File: src/common/sb_cfg.svh
`ifndef SB_CFG_SVH
`define SB_CFG_SVH

// function units: ALU, MEM, MUL, DIV
`define SB_NUM_FU   4

// architectural registers
`define SB_NUM_REGS 32
`define SB_REG_W    5

// per-unit operation code
`define SB_OP_W     5

`endif
File: src/common/sb_pkg.sv
`default_nettype none

`include "sb_cfg.svh"

package sb_pkg;

    // unit ids, also used as register result tags
    typedef enum logic [2:0] {
        NONE = 3'd0,
        ALU  = 3'd1,
        MEM  = 3'd2,
        MUL  = 3'd3,
        DIV  = 3'd4
    } fu_id_e;

    // bit 0 ALU, bit 1 MEM, bit 2 MUL, bit 3 DIV
    typedef logic [`SB_NUM_FU-1:0] fu_mask_t;

    // unit that will produce a pending register value
    typedef fu_id_e fu_tag_t;

    function automatic fu_mask_t fu_to_mask(input fu_id_e fu);
        case (fu)
            ALU:     return 4'b0001;
            MEM:     return 4'b0010;
            MUL:     return 4'b0100;
            DIV:     return 4'b1000;
            default: return 4'b0000;
        endcase
    endfunction

    // expects a one-hot or empty mask
    function automatic fu_id_e mask_to_fu(input fu_mask_t mask);
        case (mask)
            4'b0001: return ALU;
            4'b0010: return MEM;
            4'b0100: return MUL;
            4'b1000: return DIV;
            default: return NONE;
        endcase
    endfunction

endpackage

`default_nettype wire

File: src/common/isa_pkg.sv
`default_nettype none

`include "sb_cfg.svh"

package isa_pkg;

    typedef logic [31:0] inst_t;

    typedef logic [`SB_REG_W-1:0] reg_idx_t;

    // unit-relative operation code, see inst_decoder for the layout
    typedef logic [`SB_OP_W-1:0] fu_op_t;

    // major opcodes handled by the scoreboard
    typedef enum logic [6:0] {
        LOAD   = 7'b0000011,
        OP_IMM = 7'b0010011,
        STORE  = 7'b0100011,
        OP     = 7'b0110011
    } opcode_e;

endpackage

`default_nettype wire

File: src/common/issue_if.sv
`timescale 1ns/1ps
`default_nettype none

interface issue_if;
    import isa_pkg::*;
    import sb_pkg::*;

    logic     valid;
    fu_id_e   fu;
    fu_op_t   op;
    // zero when the field is unused
    reg_idx_t rd;
    reg_idx_t rs1;
    reg_idx_t rs2;
    logic     accept;

    modport dec (
        output valid, fu, op, rd, rs1, rs2
    );

    modport ctrl (
        input  valid, fu, rd,
        output accept
    );

    modport tables (
        input valid, fu, op, rd, rs1, rs2, accept
    );

endinterface

`default_nettype wire

File: src/design/scoreboard_top.sv
`timescale 1ns/1ps
`default_nettype none

`include "sb_cfg.svh"

module scoreboard_top (
    input  wire                      clk,
    input  wire                      rst,
    input  wire isa_pkg::inst_t      inst,
    input  wire                      inst_valid,
    input  wire sb_pkg::fu_mask_t    fu_done,
    output logic                     issue_ready,
    output sb_pkg::fu_mask_t         dispatch_en,
    output isa_pkg::fu_op_t          dispatch_op,
    output isa_pkg::reg_idx_t        dispatch_rs1,
    output isa_pkg::reg_idx_t        dispatch_rs2,
    output logic                     wb_valid,
    output sb_pkg::fu_id_e           wb_fu,
    output isa_pkg::reg_idx_t        wb_rd
);
    import isa_pkg::*;
    import sb_pkg::*;

    fu_id_e   tag1;
    fu_id_e   tag2;
    fu_id_e   rd_pending;
    fu_mask_t busy;
    fu_mask_t done;
    fu_mask_t rdy1;
    fu_mask_t rdy2;
    fu_mask_t wb_grant;
    reg_idx_t fu_dst [`SB_NUM_FU];
    reg_idx_t fu_src1 [`SB_NUM_FU];
    reg_idx_t fu_src2 [`SB_NUM_FU];

    issue_if iss ();

    inst_decoder dec_i (
        .inst       (inst),
        .inst_valid (inst_valid),
        .iss        (iss.dec)
    );

    scoreboard_ctrl ctrl_i (
        .clk         (clk),
        .rst         (rst),
        .iss         (iss.ctrl),
        .rd_pending  (rd_pending),
        .busy        (busy),
        .done        (done),
        .dst         (fu_dst),
        .src1        (fu_src1),
        .src2        (fu_src2),
        .rdy1        (rdy1),
        .rdy2        (rdy2),
        .issue_ready (issue_ready),
        .wb_grant    (wb_grant),
        .wb_valid    (wb_valid),
        .wb_fu       (wb_fu),
        .wb_rd       (wb_rd)
    );

    fu_status_table fus_i (
        .clk          (clk),
        .rst          (rst),
        .iss          (iss.tables),
        .tag1         (tag1),
        .tag2         (tag2),
        .fu_done      (fu_done),
        .wb_grant     (wb_grant),
        .busy         (busy),
        .done         (done),
        .dst          (fu_dst),
        .src1         (fu_src1),
        .src2         (fu_src2),
        .rdy1         (rdy1),
        .rdy2         (rdy2),
        .dispatch_en  (dispatch_en),
        .dispatch_op  (dispatch_op),
        .dispatch_rs1 (dispatch_rs1),
        .dispatch_rs2 (dispatch_rs2)
    );

    // granted destination comes from the writeback mux in ctrl
    reg_status_table rrs_i (
        .clk        (clk),
        .rst        (rst),
        .iss        (iss.tables),
        .wb_grant   (wb_grant),
        .wb_dst     (wb_rd),
        .tag1       (tag1),
        .tag2       (tag2),
        .rd_pending (rd_pending)
    );

endmodule

`default_nettype wire

File: src/scoreboard/reg_status_table.sv
`timescale 1ns/1ps
`default_nettype none

`include "sb_cfg.svh"

module reg_status_table (
    input  wire                      clk,
    input  wire                      rst,
    issue_if.tables                  iss,
    input  wire sb_pkg::fu_mask_t    wb_grant,
    input  wire isa_pkg::reg_idx_t   wb_dst,
    output sb_pkg::fu_id_e           tag1,
    output sb_pkg::fu_id_e           tag2,
    output sb_pkg::fu_id_e           rd_pending
);
    import sb_pkg::*;

    fu_tag_t rrs [`SB_NUM_REGS];
    fu_id_e  wb_id;

    assign wb_id      = mask_to_fu(wb_grant);
    assign tag1       = rrs[iss.rs1];
    assign tag2       = rrs[iss.rs2];
    assign rd_pending = rrs[iss.rd];

    always_ff @(posedge clk or posedge rst) begin
        if (rst) begin
            for (int r = 0; r < `SB_NUM_REGS; r++) begin
                rrs[r] <= NONE;
            end
        end else begin
            // tag may already belong to a newer producer
            if (wb_id != NONE && wb_dst != '0 && rrs[wb_dst] == wb_id) begin
                rrs[wb_dst] <= NONE;
            end
            // x0 stays untagged
            if (iss.accept && iss.rd != '0) begin
                rrs[iss.rd] <= iss.fu;
            end
        end
    end

endmodule

`default_nettype wire

File: src/scoreboard/fu_status_table.sv
`timescale 1ns/1ps
`default_nettype none

`include "sb_cfg.svh"

module fu_status_table (
    input  wire                      clk,
    input  wire                      rst,
    issue_if.tables                  iss,
    input  wire sb_pkg::fu_id_e      tag1,
    input  wire sb_pkg::fu_id_e      tag2,
    input  wire sb_pkg::fu_mask_t    fu_done,
    input  wire sb_pkg::fu_mask_t    wb_grant,
    output sb_pkg::fu_mask_t         busy,
    output sb_pkg::fu_mask_t         done,
    output isa_pkg::reg_idx_t        dst [`SB_NUM_FU],
    output isa_pkg::reg_idx_t        src1 [`SB_NUM_FU],
    output isa_pkg::reg_idx_t        src2 [`SB_NUM_FU],
    output sb_pkg::fu_mask_t         rdy1,
    output sb_pkg::fu_mask_t         rdy2,
    output sb_pkg::fu_mask_t         dispatch_en,
    output isa_pkg::fu_op_t          dispatch_op,
    output isa_pkg::reg_idx_t        dispatch_rs1,
    output isa_pkg::reg_idx_t        dispatch_rs2
);
    import isa_pkg::*;
    import sb_pkg::*;

    fu_op_t   op_q [`SB_NUM_FU];
    // producer still owed to each operand
    fu_tag_t  q1 [`SB_NUM_FU];
    fu_tag_t  q2 [`SB_NUM_FU];
    fu_mask_t iss_sel;
    fu_id_e   wb_id;
    logic     ready1_in;
    logic     ready2_in;

    assign iss_sel = iss.accept ? fu_to_mask(iss.fu) : '0;
    assign wb_id   = mask_to_fu(wb_grant);

    // producer writing back this cycle counts as already done
    assign ready1_in = (tag1 == NONE) || (tag1 == wb_id);
    assign ready2_in = (tag2 == NONE) || (tag2 == wb_id);

    always_ff @(posedge clk or posedge rst) begin
        if (rst) begin
            busy <= '0;
            done <= '0;
            rdy1 <= '0;
            rdy2 <= '0;
            for (int i = 0; i < `SB_NUM_FU; i++) begin
                q1[i] <= NONE;
                q2[i] <= NONE;
            end
        end else begin
            for (int i = 0; i < `SB_NUM_FU; i++) begin
                if (wb_grant[i]) begin
                    busy[i] <= 1'b0;
                    done[i] <= 1'b0;
                end else if (busy[i] && fu_done[i]) begin
                    done[i] <= 1'b1;
                end
                // operands read
                if (dispatch_en[i]) begin
                    rdy1[i] <= 1'b0;
                    rdy2[i] <= 1'b0;
                end
                // RAW wake-up
                if (wb_id != NONE && q1[i] == wb_id) begin
                    rdy1[i] <= 1'b1;
                    q1[i]   <= NONE;
                end
                if (wb_id != NONE && q2[i] == wb_id) begin
                    rdy2[i] <= 1'b1;
                    q2[i]   <= NONE;
                end
                if (iss_sel[i]) begin
                    busy[i] <= 1'b1;
                    done[i] <= 1'b0;
                    rdy1[i] <= ready1_in;
                    rdy2[i] <= ready2_in;
                    q1[i]   <= ready1_in ? NONE : tag1;
                    q2[i]   <= ready2_in ? NONE : tag2;
                end
            end
        end
    end

    always_ff @(posedge clk) begin
        for (int i = 0; i < `SB_NUM_FU; i++) begin
            if (iss_sel[i]) begin
                op_q[i] <= iss.op;
                dst[i]  <= iss.rd;
                src1[i] <= iss.rs1;
                src2[i] <= iss.rs2;
            end
        end
    end

    // read-operand select, ALU first
    always_comb begin
        logic hit;
        hit          = 1'b0;
        dispatch_en  = '0;
        dispatch_op  = '0;
        dispatch_rs1 = '0;
        dispatch_rs2 = '0;
        for (int i = 0; i < `SB_NUM_FU; i++) begin
            if (!hit && rdy1[i] && rdy2[i]) begin
                hit            = 1'b1;
                dispatch_en[i] = 1'b1;
                dispatch_op    = op_q[i];
                dispatch_rs1   = src1[i];
                dispatch_rs2   = src2[i];
            end
        end
    end

endmodule

`default_nettype wire

File: src/scoreboard/scoreboard_ctrl.sv
`timescale 1ns/1ps
`default_nettype none

`include "sb_cfg.svh"

module scoreboard_ctrl (
    input  wire                      clk,
    input  wire                      rst,
    issue_if.ctrl                    iss,
    input  wire sb_pkg::fu_id_e      rd_pending,
    input  wire sb_pkg::fu_mask_t    busy,
    input  wire sb_pkg::fu_mask_t    done,
    input  wire isa_pkg::reg_idx_t   dst [`SB_NUM_FU],
    input  wire isa_pkg::reg_idx_t   src1 [`SB_NUM_FU],
    input  wire isa_pkg::reg_idx_t   src2 [`SB_NUM_FU],
    input  wire sb_pkg::fu_mask_t    rdy1,
    input  wire sb_pkg::fu_mask_t    rdy2,
    output logic                     issue_ready,
    output sb_pkg::fu_mask_t         wb_grant,
    output logic                     wb_valid,
    output sb_pkg::fu_id_e           wb_fu,
    output isa_pkg::reg_idx_t        wb_rd
);
    import sb_pkg::*;

    typedef enum logic {
        IDLE,
        RUN
    } ctrl_state_e;

    ctrl_state_e state;
    logic        target_busy;
    fu_mask_t    war_ok;
    fu_mask_t    eligible;

    // hold off issue for the first cycle out of reset
    always_ff @(posedge clk or posedge rst) begin
        if (rst) begin
            state <= IDLE;
        end else begin
            state <= RUN;
        end
    end

    // structural hazard and WAW on the decoded instruction
    assign target_busy = |(busy & fu_to_mask(iss.fu));
    assign issue_ready = (state == RUN) &&
                         (iss.fu == NONE ||
                          (!target_busy && (iss.rd == '0 || rd_pending == NONE)));
    assign iss.accept  = iss.valid && issue_ready && (iss.fu != NONE);

    // a set ready bit marks an operand that is still to be read
    always_comb begin
        for (int i = 0; i < `SB_NUM_FU; i++) begin
            war_ok[i] = 1'b1;
            for (int j = 0; j < `SB_NUM_FU; j++) begin
                if (j != i && dst[i] != '0) begin
                    if ((rdy1[j] && src1[j] == dst[i]) || (rdy2[j] && src2[j] == dst[i])) begin
                        war_ok[i] = 1'b0;
                    end
                end
            end
        end
    end

    assign eligible = done & war_ok;

    // lowest index wins: ALU, MEM, MUL, DIV
    always_comb begin
        logic hit;
        hit      = 1'b0;
        wb_grant = '0;
        wb_rd    = '0;
        for (int i = 0; i < `SB_NUM_FU; i++) begin
            if (!hit && eligible[i]) begin
                hit         = 1'b1;
                wb_grant[i] = 1'b1;
                wb_rd       = dst[i];
            end
        end
    end

    assign wb_valid = |wb_grant;
    assign wb_fu    = mask_to_fu(wb_grant);

endmodule

`default_nettype wire

File: src/design/inst_decoder.sv
`timescale 1ns/1ps
`default_nettype none

module inst_decoder (
    input  wire isa_pkg::inst_t inst,
    input  wire                 inst_valid,
    issue_if.dec                iss
);
    import isa_pkg::*;
    import sb_pkg::*;

    logic [6:0] funct7;
    logic [2:0] funct3;
    logic       f7_zero;
    logic       f7_alt;
    logic       f7_mext;
    fu_id_e     fu_sel;
    fu_op_t     op_sel;
    logic       uses_rd;
    logic       uses_rs2;

    assign funct7  = inst[31:25];
    assign funct3  = inst[14:12];
    assign f7_zero = (funct7 == 7'h00);
    assign f7_alt  = (funct7 == 7'h20);
    assign f7_mext = (funct7 == 7'h01);

    always_comb begin
        fu_sel   = NONE;
        op_sel   = '0;
        uses_rd  = 1'b1;
        uses_rs2 = 1'b0;
        case (inst[6:0])
            OP: begin
                uses_rs2 = 1'b1;
                if (f7_zero || (f7_alt && (funct3 == 3'd0 || funct3 == 3'd5))) begin
                    fu_sel = ALU;
                    op_sel = {1'b0, inst[30], funct3};
                end else if (f7_mext) begin
                    // funct3[2] splits MUL* from DIV*/REM*
                    fu_sel = funct3[2] ? DIV : MUL;
                    op_sel = {2'b00, funct3};
                end
            end
            OP_IMM: begin
                // alternate flag only means something for shifts
                if (funct3 == 3'd1) begin
                    fu_sel = f7_zero ? ALU : NONE;
                    op_sel = {2'b10, funct3};
                end else if (funct3 == 3'd5) begin
                    fu_sel = (f7_zero || f7_alt) ? ALU : NONE;
                    op_sel = {1'b1, inst[30], funct3};
                end else begin
                    fu_sel = ALU;
                    op_sel = {2'b10, funct3};
                end
            end
            LOAD: begin
                fu_sel = (funct3 == 3'd3 || funct3[2:1] == 2'b11) ? NONE : MEM;
                op_sel = {2'b00, funct3};
            end
            STORE: begin
                uses_rd  = 1'b0;
                uses_rs2 = 1'b1;
                fu_sel   = (funct3[2] || funct3 == 3'd3) ? NONE : MEM;
                op_sel   = {2'b01, funct3};
            end
            default: begin
                fu_sel = NONE;
            end
        endcase
    end

    assign iss.valid = inst_valid;
    assign iss.fu    = fu_sel;
    assign iss.op    = (fu_sel == NONE) ? '0 : op_sel;
    assign iss.rd    = (fu_sel != NONE && uses_rd) ? inst[11:7] : '0;
    assign iss.rs1   = (fu_sel != NONE) ? inst[19:15] : '0;
    assign iss.rs2   = (fu_sel != NONE && uses_rs2) ? inst[24:20] : '0;

endmodule

`default_nettype wire

File: config.mk
export PLATFORM = sky130hd
export DESIGN_NAME = scoreboard_top
export DESIGN_NICKNAME = d
export VERILOG_FILES = /design/src/common/sb_pkg.sv /design/src/common/isa_pkg.sv /design/src/common/issue_if.sv /design/src/design/scoreboard_top.sv /design/src/scoreboard/reg_status_table.sv /design/src/scoreboard/fu_status_table.sv /design/src/scoreboard/scoreboard_ctrl.sv /design/src/design/inst_decoder.sv
export VERILOG_INCLUDE_DIRS = /design/src /design/src/common
export SDC_FILE = /design/constraint.sdc
export NUM_CORES = 1
export LEC_CHECK = 0
export BUFFER_PORTS_ARGS = -buffer_cell sky130_fd_sc_hd__buf_2
export CAP_MARGIN = 20
export CORE_AREA = 3 3 172 174
export CTS_CLUSTER_SIZE = 16
export DETAILED_ROUTE_END_ITERATION = 10
export DIE_AREA = 0 0 175 177
export GPL_TIMING_DRIVEN = 0
export PLACE_DENSITY_LB_ADDON = 0.3
export SLEW_MARGIN = 5
export SYNTH_ARGS = -nofsm -noshare
export SYNTH_HDL_FRONTEND = slang
export SYNTH_HIERARCHICAL = 1
export SYNTH_SLANG_ARGS = --single-unit
File: constraint.sdc
create_clock -name clk -period 6.75 [get_ports clk]
set_input_delay 0.3375 -clock clk [delete_from_list [all_inputs] [get_ports clk]]
set_output_delay 0.3375 -clock clk [all_outputs]
set_load 0.02 [all_outputs]
# == After elaboration in Yosys (flattened, before gate mapping) ==
# Memories as Yosys holds them, arrays and structs flattened.
# Cells that the tools add are included.
# word_totals
romBits,0
regBits,197
ramBits,20
n_memories,1
latch_bits,0
out_inout_bits,29
in_bits,39
elab_cells,438
# memory_table
name,words,word_bits,read_ports,rd_clocked_by_memory_dff,write_ports,line,text
fus_i.op_q,4,5,4,0,1,fu_status_table.sv:29,fu_op_t op_q [`SB_NUM_FU];
# op_classes
addsub,0
n_shift,0
div,0
n_eq_ne,53
magnitude_cmp,6
bitwise,8
multipliers,0
reduce_logical,131
muxes,170
# op_table
operator,n
$mux 96,2
$mux 5,25
$eq 5x5->1,24
$mux 3,34
$and 96x96->96,1
$bwmux 96,1
$not 96->96,1
$mux 1,91
$bmux 3 s5,4
$logic_and 1x1->1,58
$reduce_bool 3->1,14
$eq 3x3->1,11
$demux 3 s5,2
$reduce_bool 5->1,6
$ge 6x6->1 const B,4
$not 5->6,4
$pmux 3 s4,2
$reduce_bool 2->1,12
$eq 7x6->1 const B,3
$logic_or 1x1->1,21
$pmux 5 s4,1
$pmux 4 s4,1
$logic_not 3->1,5
$reduce_or 5->1,3
20 further kinds,38

# == Longest topological paths before layout ==
# logic_depth
word_depth,30
mapped_depth,22
ltp_nobuf,18

# == By module ==
# The synthesis kept the hierarchy.
# modules_own_cells
module,seq_area_each_um2,area_each_um2,cells_each,instances
reg_status_table,2402.3,7838.8,647,1
fu_status_table,3403.3,5024.8,385,1
scoreboard_ctrl,25.0,1961.9,253,1
inst_decoder,0.0,514.2,74,1

# == Worst setup path after synthesis ==
# No wires, ideal clock.
# synth_path
kind,input to register
from,input inst[28]
to,register fus_i/q1[6] (netlist bit)
arrival_ps,6085
setup_slack_ps,540
setup_ps,125
t_required_ps,6625
path_buffers,4
path_stages,21
cell_sequence,or3_4 o41ai_4 a22oi_2 a21boi_1 clkbuf_1 buf_2 buf_2 mux4_2 a221oi_1 o22ai_1 o32a_1 o21ai_0 and3_1 o311a_1 nor2b_1 nand2_1 or2_2 clkbuf_1 inv_1 a21oi_1 a2bb2o_1
# synth_via
elab_chain_cells,22
elab_cells_between_ends,49
cone_classes,eq/ne: 7; mux: 19; bitwise: 3; reduce/logical: 20
# synth_lines
element,line,text
"start, declared",scoreboard_top.sv:9,"input wire isa_pkg::inst_t inst,"
$eq 7x6->1 / $logic_not 7->1 (equally long branches),"inst_decoder.sv:25, inst_decoder.sv:24",
$logic_or 1x1->1,inst_decoder.sv:51,fu_sel = (f7_zero || f7_alt) ? ALU : NONE;
$mux 1,inst_decoder.sv:51,
$mux 3,inst_decoder.sv:50,end else if (funct3 == 3'd5) begin
$mux 3,inst_decoder.sv:47,if (funct3 == 3'd1) begin
$pmux 3 s4 (*),inst_decoder.sv:33,case (inst[6:0])
$reduce_bool 3->1 (*),inst_decoder.sv:77,assign iss.rd = (fu_sel != NONE && uses_rd) ? inst[11:7] : '0;
$logic_and 1x1->1 (*),inst_decoder.sv:77,
[1 not listed],n/a,
via iss.rd[0],issue_if.sv:12,reg_idx_t rd;
[4 not listed],n/a,
via rd_pending[1],scoreboard_top.sv:26,fu_id_e rd_pending;
[3 not listed],n/a,
$logic_or 1x1->1 (*),scoreboard_ctrl.sv:48,(iss.fu == NONE ||
$logic_and 1x1->1 (*),scoreboard_ctrl.sv:47,assign issue_ready = (state == RUN) &&
via issue_ready,scoreboard_top.sv:12,"output logic issue_ready,"
$logic_and 1x1->1 (*) (2 in a row),scoreboard_ctrl.sv:50,assign iss.accept = iss.valid && issue_ready && (iss.fu != NONE);
via iss.accept,issue_if.sv:15,logic accept;
$mux 4 (*),fu_status_table.sv:38,assign iss_sel = iss.accept ? fu_to_mask(iss.fu) : '0;
via fus_i.iss_sel[1],fu_status_table.sv:33,fu_mask_t iss_sel;
$mux 3 / $reduce_bool 2->1 (equally long branches),n/a,
"end signal, assigned by index",fu_status_table.sv:82,q1[i] <= ready1_in ? NONE : tag1;
"end, declared",fu_status_table.sv:31,fu_tag_t q1 [`SB_NUM_FU];
# The timed path passes the listed nets; every way through them passes the cells marked *. The select of a mux whose other input is x is not followed.
# A chain may end at the register's enable or synchronous reset.

# == Worst setup path in the final report ==
# layout_path
from,register fus_i/dst[16] (netlist bit)
to,register rrs_i/rrs[36] (netlist bit)
# layout_via
elab_cells_between_ends,63
cone_classes,order compare: 2; eq/ne: 11; mux: 25; bitwise: 4; reduce/logical: 21
# layout_rtl
element,line,text
"start, declared",fu_status_table.sv:16,"output isa_pkg::reg_idx_t dst [`SB_NUM_FU],"
"start signal, assigned by index",fu_status_table.sv:93,dst[i] <= iss.rd;
$eq 5x5->1,scoreboard_ctrl.sv:58,if ((rdy1[j] && src1[j] == dst[i]) || (rdy2[j] && src2[j] == dst[i])) begin
$logic_and 1x1->1,scoreboard_ctrl.sv:58,
$logic_or 1x1->1,scoreboard_ctrl.sv:58,
$mux 1,scoreboard_ctrl.sv:58,
$mux 1,scoreboard_ctrl.sv:57,if (j != i && dst[i] != '0) begin
$mux 1,scoreboard_ctrl.sv:58,
$mux 1,scoreboard_ctrl.sv:57,
$mux 1,scoreboard_ctrl.sv:58,
[3 not listed],n/a,
via wb_grant[0],scoreboard_top.sv:31,fu_mask_t wb_grant;
[3 not listed],n/a,
via wb_grant[1],scoreboard_top.sv:31,
"$eq 4x4->1, or another cell as far along",sb_pkg.sv:34,case (mask)
$pmux 3 s4 (*),sb_pkg.sv:34,
$reduce_bool 3->1,reg_status_table.sv:33,if (wb_id != NONE && wb_dst != '0 && rrs[wb_dst] == wb_id) begin
$logic_and 1x1->1,reg_status_table.sv:33,
$logic_and 1x1->1 (*),reg_status_table.sv:33,
$mux 96 (*),reg_status_table.sv:33,
$bwmux 96,reg_status_table.sv:38,rrs[iss.rd] <= iss.fu;
$mux 96 (*),reg_status_table.sv:37,if (iss.accept && iss.rd != '0) begin
"end signal, assigned by index",reg_status_table.sv:38,
"end, declared",reg_status_table.sv:18,fu_tag_t rrs [`SB_NUM_REGS];
# Marked as above.

==> impl_metrics.env <==
export IMPL_drc=0
export IMPL_initial_core_util=0.549
export IMPL_insertion_delay_ps=550
export IMPL_regToRegSetupSlack_ps=230
export IMPL_hp_class="in2reg"
export IMPL_p_per_area_nw_per_um2=229
export IMPL_setup_viol=0
export IMPL_place_area_um2=16300
export IMPL_first_pass_iters=7
export IMPL_clk_pin_slew_ps=60
export IMPL_fillers=2343
export IMPL_synth_area_leader_cell="dfrtp_1"
export IMPL_netlist_cell_type_count=94
export IMPL_cp_required_ps=7130
export IMPL_die_area_um2=31000
export IMPL_regArea_um2=5830
export IMPL_tightest_slew_ps=1280
export IMPL_postRouteAntennaNets=0
export IMPL_avgViaCountPerCell=6.92
export IMPL_n_antenna_cell=0
export IMPL_grt_antenna_before_repair=0
export IMPL_final_nets=1504
export IMPL_async_reset_ff_frac=0.631
export IMPL_grt_pass1_wl_um=77800
export IMPL_path_class="reg2reg"
export IMPL_gp_congestion=0.988
export IMPL_synthTopCellsByCount="dfrtp_1, nand2_1, xor2_1, mux2i_1, mux4_2"
export IMPL_grt_overflow=0
export IMPL_finalHoldWorstSlack_ps=96.1
export IMPL_clockRootBuffer="clkbuf_16"
export IMPL_yosysMostFrequentCell="dfrtp_1"
export IMPL_fmaxAchievable_ghz=0.153
export IMPL_dp_hpwl_um=37000
export IMPL_numPortBuffers=66
export IMPL_min_path_cells=3
export IMPL_cp_start_kind="flop"
export IMPL_maxCapViolations=0
export IMPL_crit_arrival_ps=6900
export IMPL_grt_max_degree=65
export IMPL_die_y_um=177
export IMPL_peakVddDrop_v=0.000182
export IMPL_postSynthAreaPerCell_um2=11.3
export IMPL_grt_pass1_vias=12600
export IMPL_synth_area_um2=15300
export IMPL_crit_reg2reg_launch="fus_i/dst[16]"
export IMPL_synth_edff_count=80
export IMPL_cts_buffer_depth=3
export IMPL_slew_viol_final=0
export IMPL_ios=68
export IMPL_wl_um=51300
export IMPL_multi_input_comb_area_um2=8620
export IMPL_rows=61
export IMPL_die_w_um=175
export IMPL_yosys_area_top_type_share=0.223
export IMPL_drive_above_1_share=0.228
export IMPL_stdcell_area_um2=17200
export IMPL_htreeDepth=1
export IMPL_skew_ps=14.9
export IMPL_r2r_worst_path_cells=19
export IMPL_cts_tree="done"
export IMPL_hp_start="fu_done[2]"
export IMPL_vias=12900
export IMPL_clock_sinks=217
export IMPL_grt_total_usage=0.330
export IMPL_crit_path_end_kind="flop"
export IMPL_synthToLayoutAreaGrowth_pct=11.9
export IMPL_yosys_warnings=6
export IMPL_drt_iter0_markers=1688
export IMPL_ys_seq_area_frac=0.380
export IMPL_finalHoldViolCount=0
export IMPL_rr_endpoint="rrs_i/rrs[36]"
export IMPL_route_detailed_wl_per_inst_um=27.6
export IMPL_min_to="fus_i/done[2]"
export IMPL_syn_inst=1359
export IMPL_rsz0062_at_grt="false"
export IMPL_fin_crit_ps=6520
export IMPL_synth_ff_type="dfrtp_1"
export IMPL_synth_area_leaders="dfrtp_1, edfxtp_1, mux4_2"
export IMPL_slew_limit_headroom=0.143
export IMPL_cts_buffers=25
export IMPL_fp_coreArea_um2=27900
export IMPL_synth_nets=1398
export IMPL_final_core_util=0.615
export IMPL_ys_ff_latch=217
export IMPL_critPathMaxFanout=18
export IMPL_p_leak_nw=7.72
export IMPL_min_period_over_period=0.965
export IMPL_status="completed"
placed cells by master, fill, tap and decap left out, types with 8 or more instances in the layout:
master,n
a211oi_1,10
a21oi_1,23
a222oi_1,17
a22oi_1,14
a2bb2o_1,8
a31oi_1,88
buf_1,12
buf_2,80
buf_6,22
clkbuf_1,38
clkbuf_16,25
clkbuf_8,11
dfrtp_1,137
edfxtp_1,80
inv_1,44
mux2_2,13
mux2i_1,95
mux4_2,91
nand2_1,103
nand2_2,13
nand3_1,43
nor2_1,43
nor2b_1,12
nor3_1,21
nor3b_1,16
nor4_1,32
o211ai_1,10
o21ai_0,35
o31ai_1,16
or3_1,10
xnor2_1,34
xor2_1,96
cell families (layout without fill, tap and decap cells):
group	after synthesis	count (layout)	share of synthesized area
other cells	1	1	0.000244
buf+inv	152	275	0.0590
flops	217	217	0.380
mux	205	205	0.215
simple gates	373	373	0.140
xor+xnor	130	130	0.0742
compound gates	281	281	0.132
sequential cells by signal, indices dropped and copies added (netlist names):
name / flops
ctrl_i/state: 1
fus_i/rdy2: 4
fus_i/busy: 4
fus_i/q1: 12
fus_i/q2: 12
fus_i/src1: 20
fus_i/src2: 20
rrs_i/rrs: 96
fus_i/rdy1: 4
fus_i/dst: 20
fus_i/op_q: 20
fus_i/done: 4
layer usage:
| layer | track usage | share of wire | routed length [um] | vias up |
|---|---|---|---|---|
| li1 | - | - | - | 5490 |
| met3 | 0.0751 | 0.10 | 5110 | 199 |
| met2 | 0.525 | 0.46 | 23700 | 849 |
| met5 | 0 | 0 | 0 | - |
| met4 | 0.167 | 0.060 | 3090 | 0 |
| met1 | 0.427 | 0.38 | 19300 | 6342 |
worst max path at each step:
stage | startpoint | to | slack, ps | depth (start not counted)
6_report | fus_i/dst[16] | rrs_i/rrs[36] | 230 | 19
5_1_grt | inst[28] | fus_i/q1[6] | 30 | 22
4_1_cts | inst[28] | fus_i/q1[6] | 50 | 22
3_5_place_dp | inst[28] | fus_i/q1[6] | -760 | 22
3_3_place_gp | inst[28] | fus_i/q1[6] | -1520 | 21
2_1_floorplan | inst[28] | fus_i/q1[6] | 540 | 21
metrics by stage:
| stage | setup WS, ps | setup TNS [ps] | std cells | power [mW] |
|---|---|---|---|---|
| after floorplan | 540 | 0 | 1359 | 2.24 |
| after global placement | -1520 | -129240 | 1803 | 2.57 |
| after detailed placement | -758 | -81870 | 1811 | 2.59 |
| after CTS | 45.9 | 0 | 1856 | 3.93 |
| after global routing | 30.7 | 0 | 1860 | 4.08 |
| final | 233 | 0 | 1860 | 3.93 |
critical path, stage by stage, from the launching register on:
cell       delay, ps
edfxtp_1         380
buf_6            170
xor2_1           160
nor4_1           420
nand3_1          180
o2111ai_1        200
o21ai_4          150
buf_4            230
nor2_2           560
a222oi_1         210
mux2i_1          390
buf_6            230
mux4_1           590
a22o_1           300
a221oi_1         690
and4_2           410
o21ai_4          190
nor4_4           520
buf_6            260
a31oi_1          100
where the power goes:
part / total, mW / leakage [nW] / internal (mW) / switching, mW
clock: 1.33 / 0.380 / 0.764 / 0.569
sequential: 1.47 / 2.75 / 1.40 / 0.0708
combinational: 1.13 / 4.59 / 0.391 / 0.739
total: 3.93 / 7.72 / 2.56 / 1.38
what timing repair did:
item                                    CTS  global route
hold buffers                              1             0
endpoints found under the setup margin   67           118
setup buffers                             0             0
pin swaps                                 0             0
gates resized for setup                   3             6
endpoints found under the hold margin    33             0
cell type report:
cell class,count,area share
Inverter,49,0.0113
Clock inverter,15,0.00918
Multi-Input combinational cell,990,0.502
Clock buffer,29,0.0373
Timing Repair Buffer,79,0.0305
Tap cell,378,0.0275
Sequential cell,217,0.340
Buffer,103,0.0424
Power figures use the tool's default switching activity.
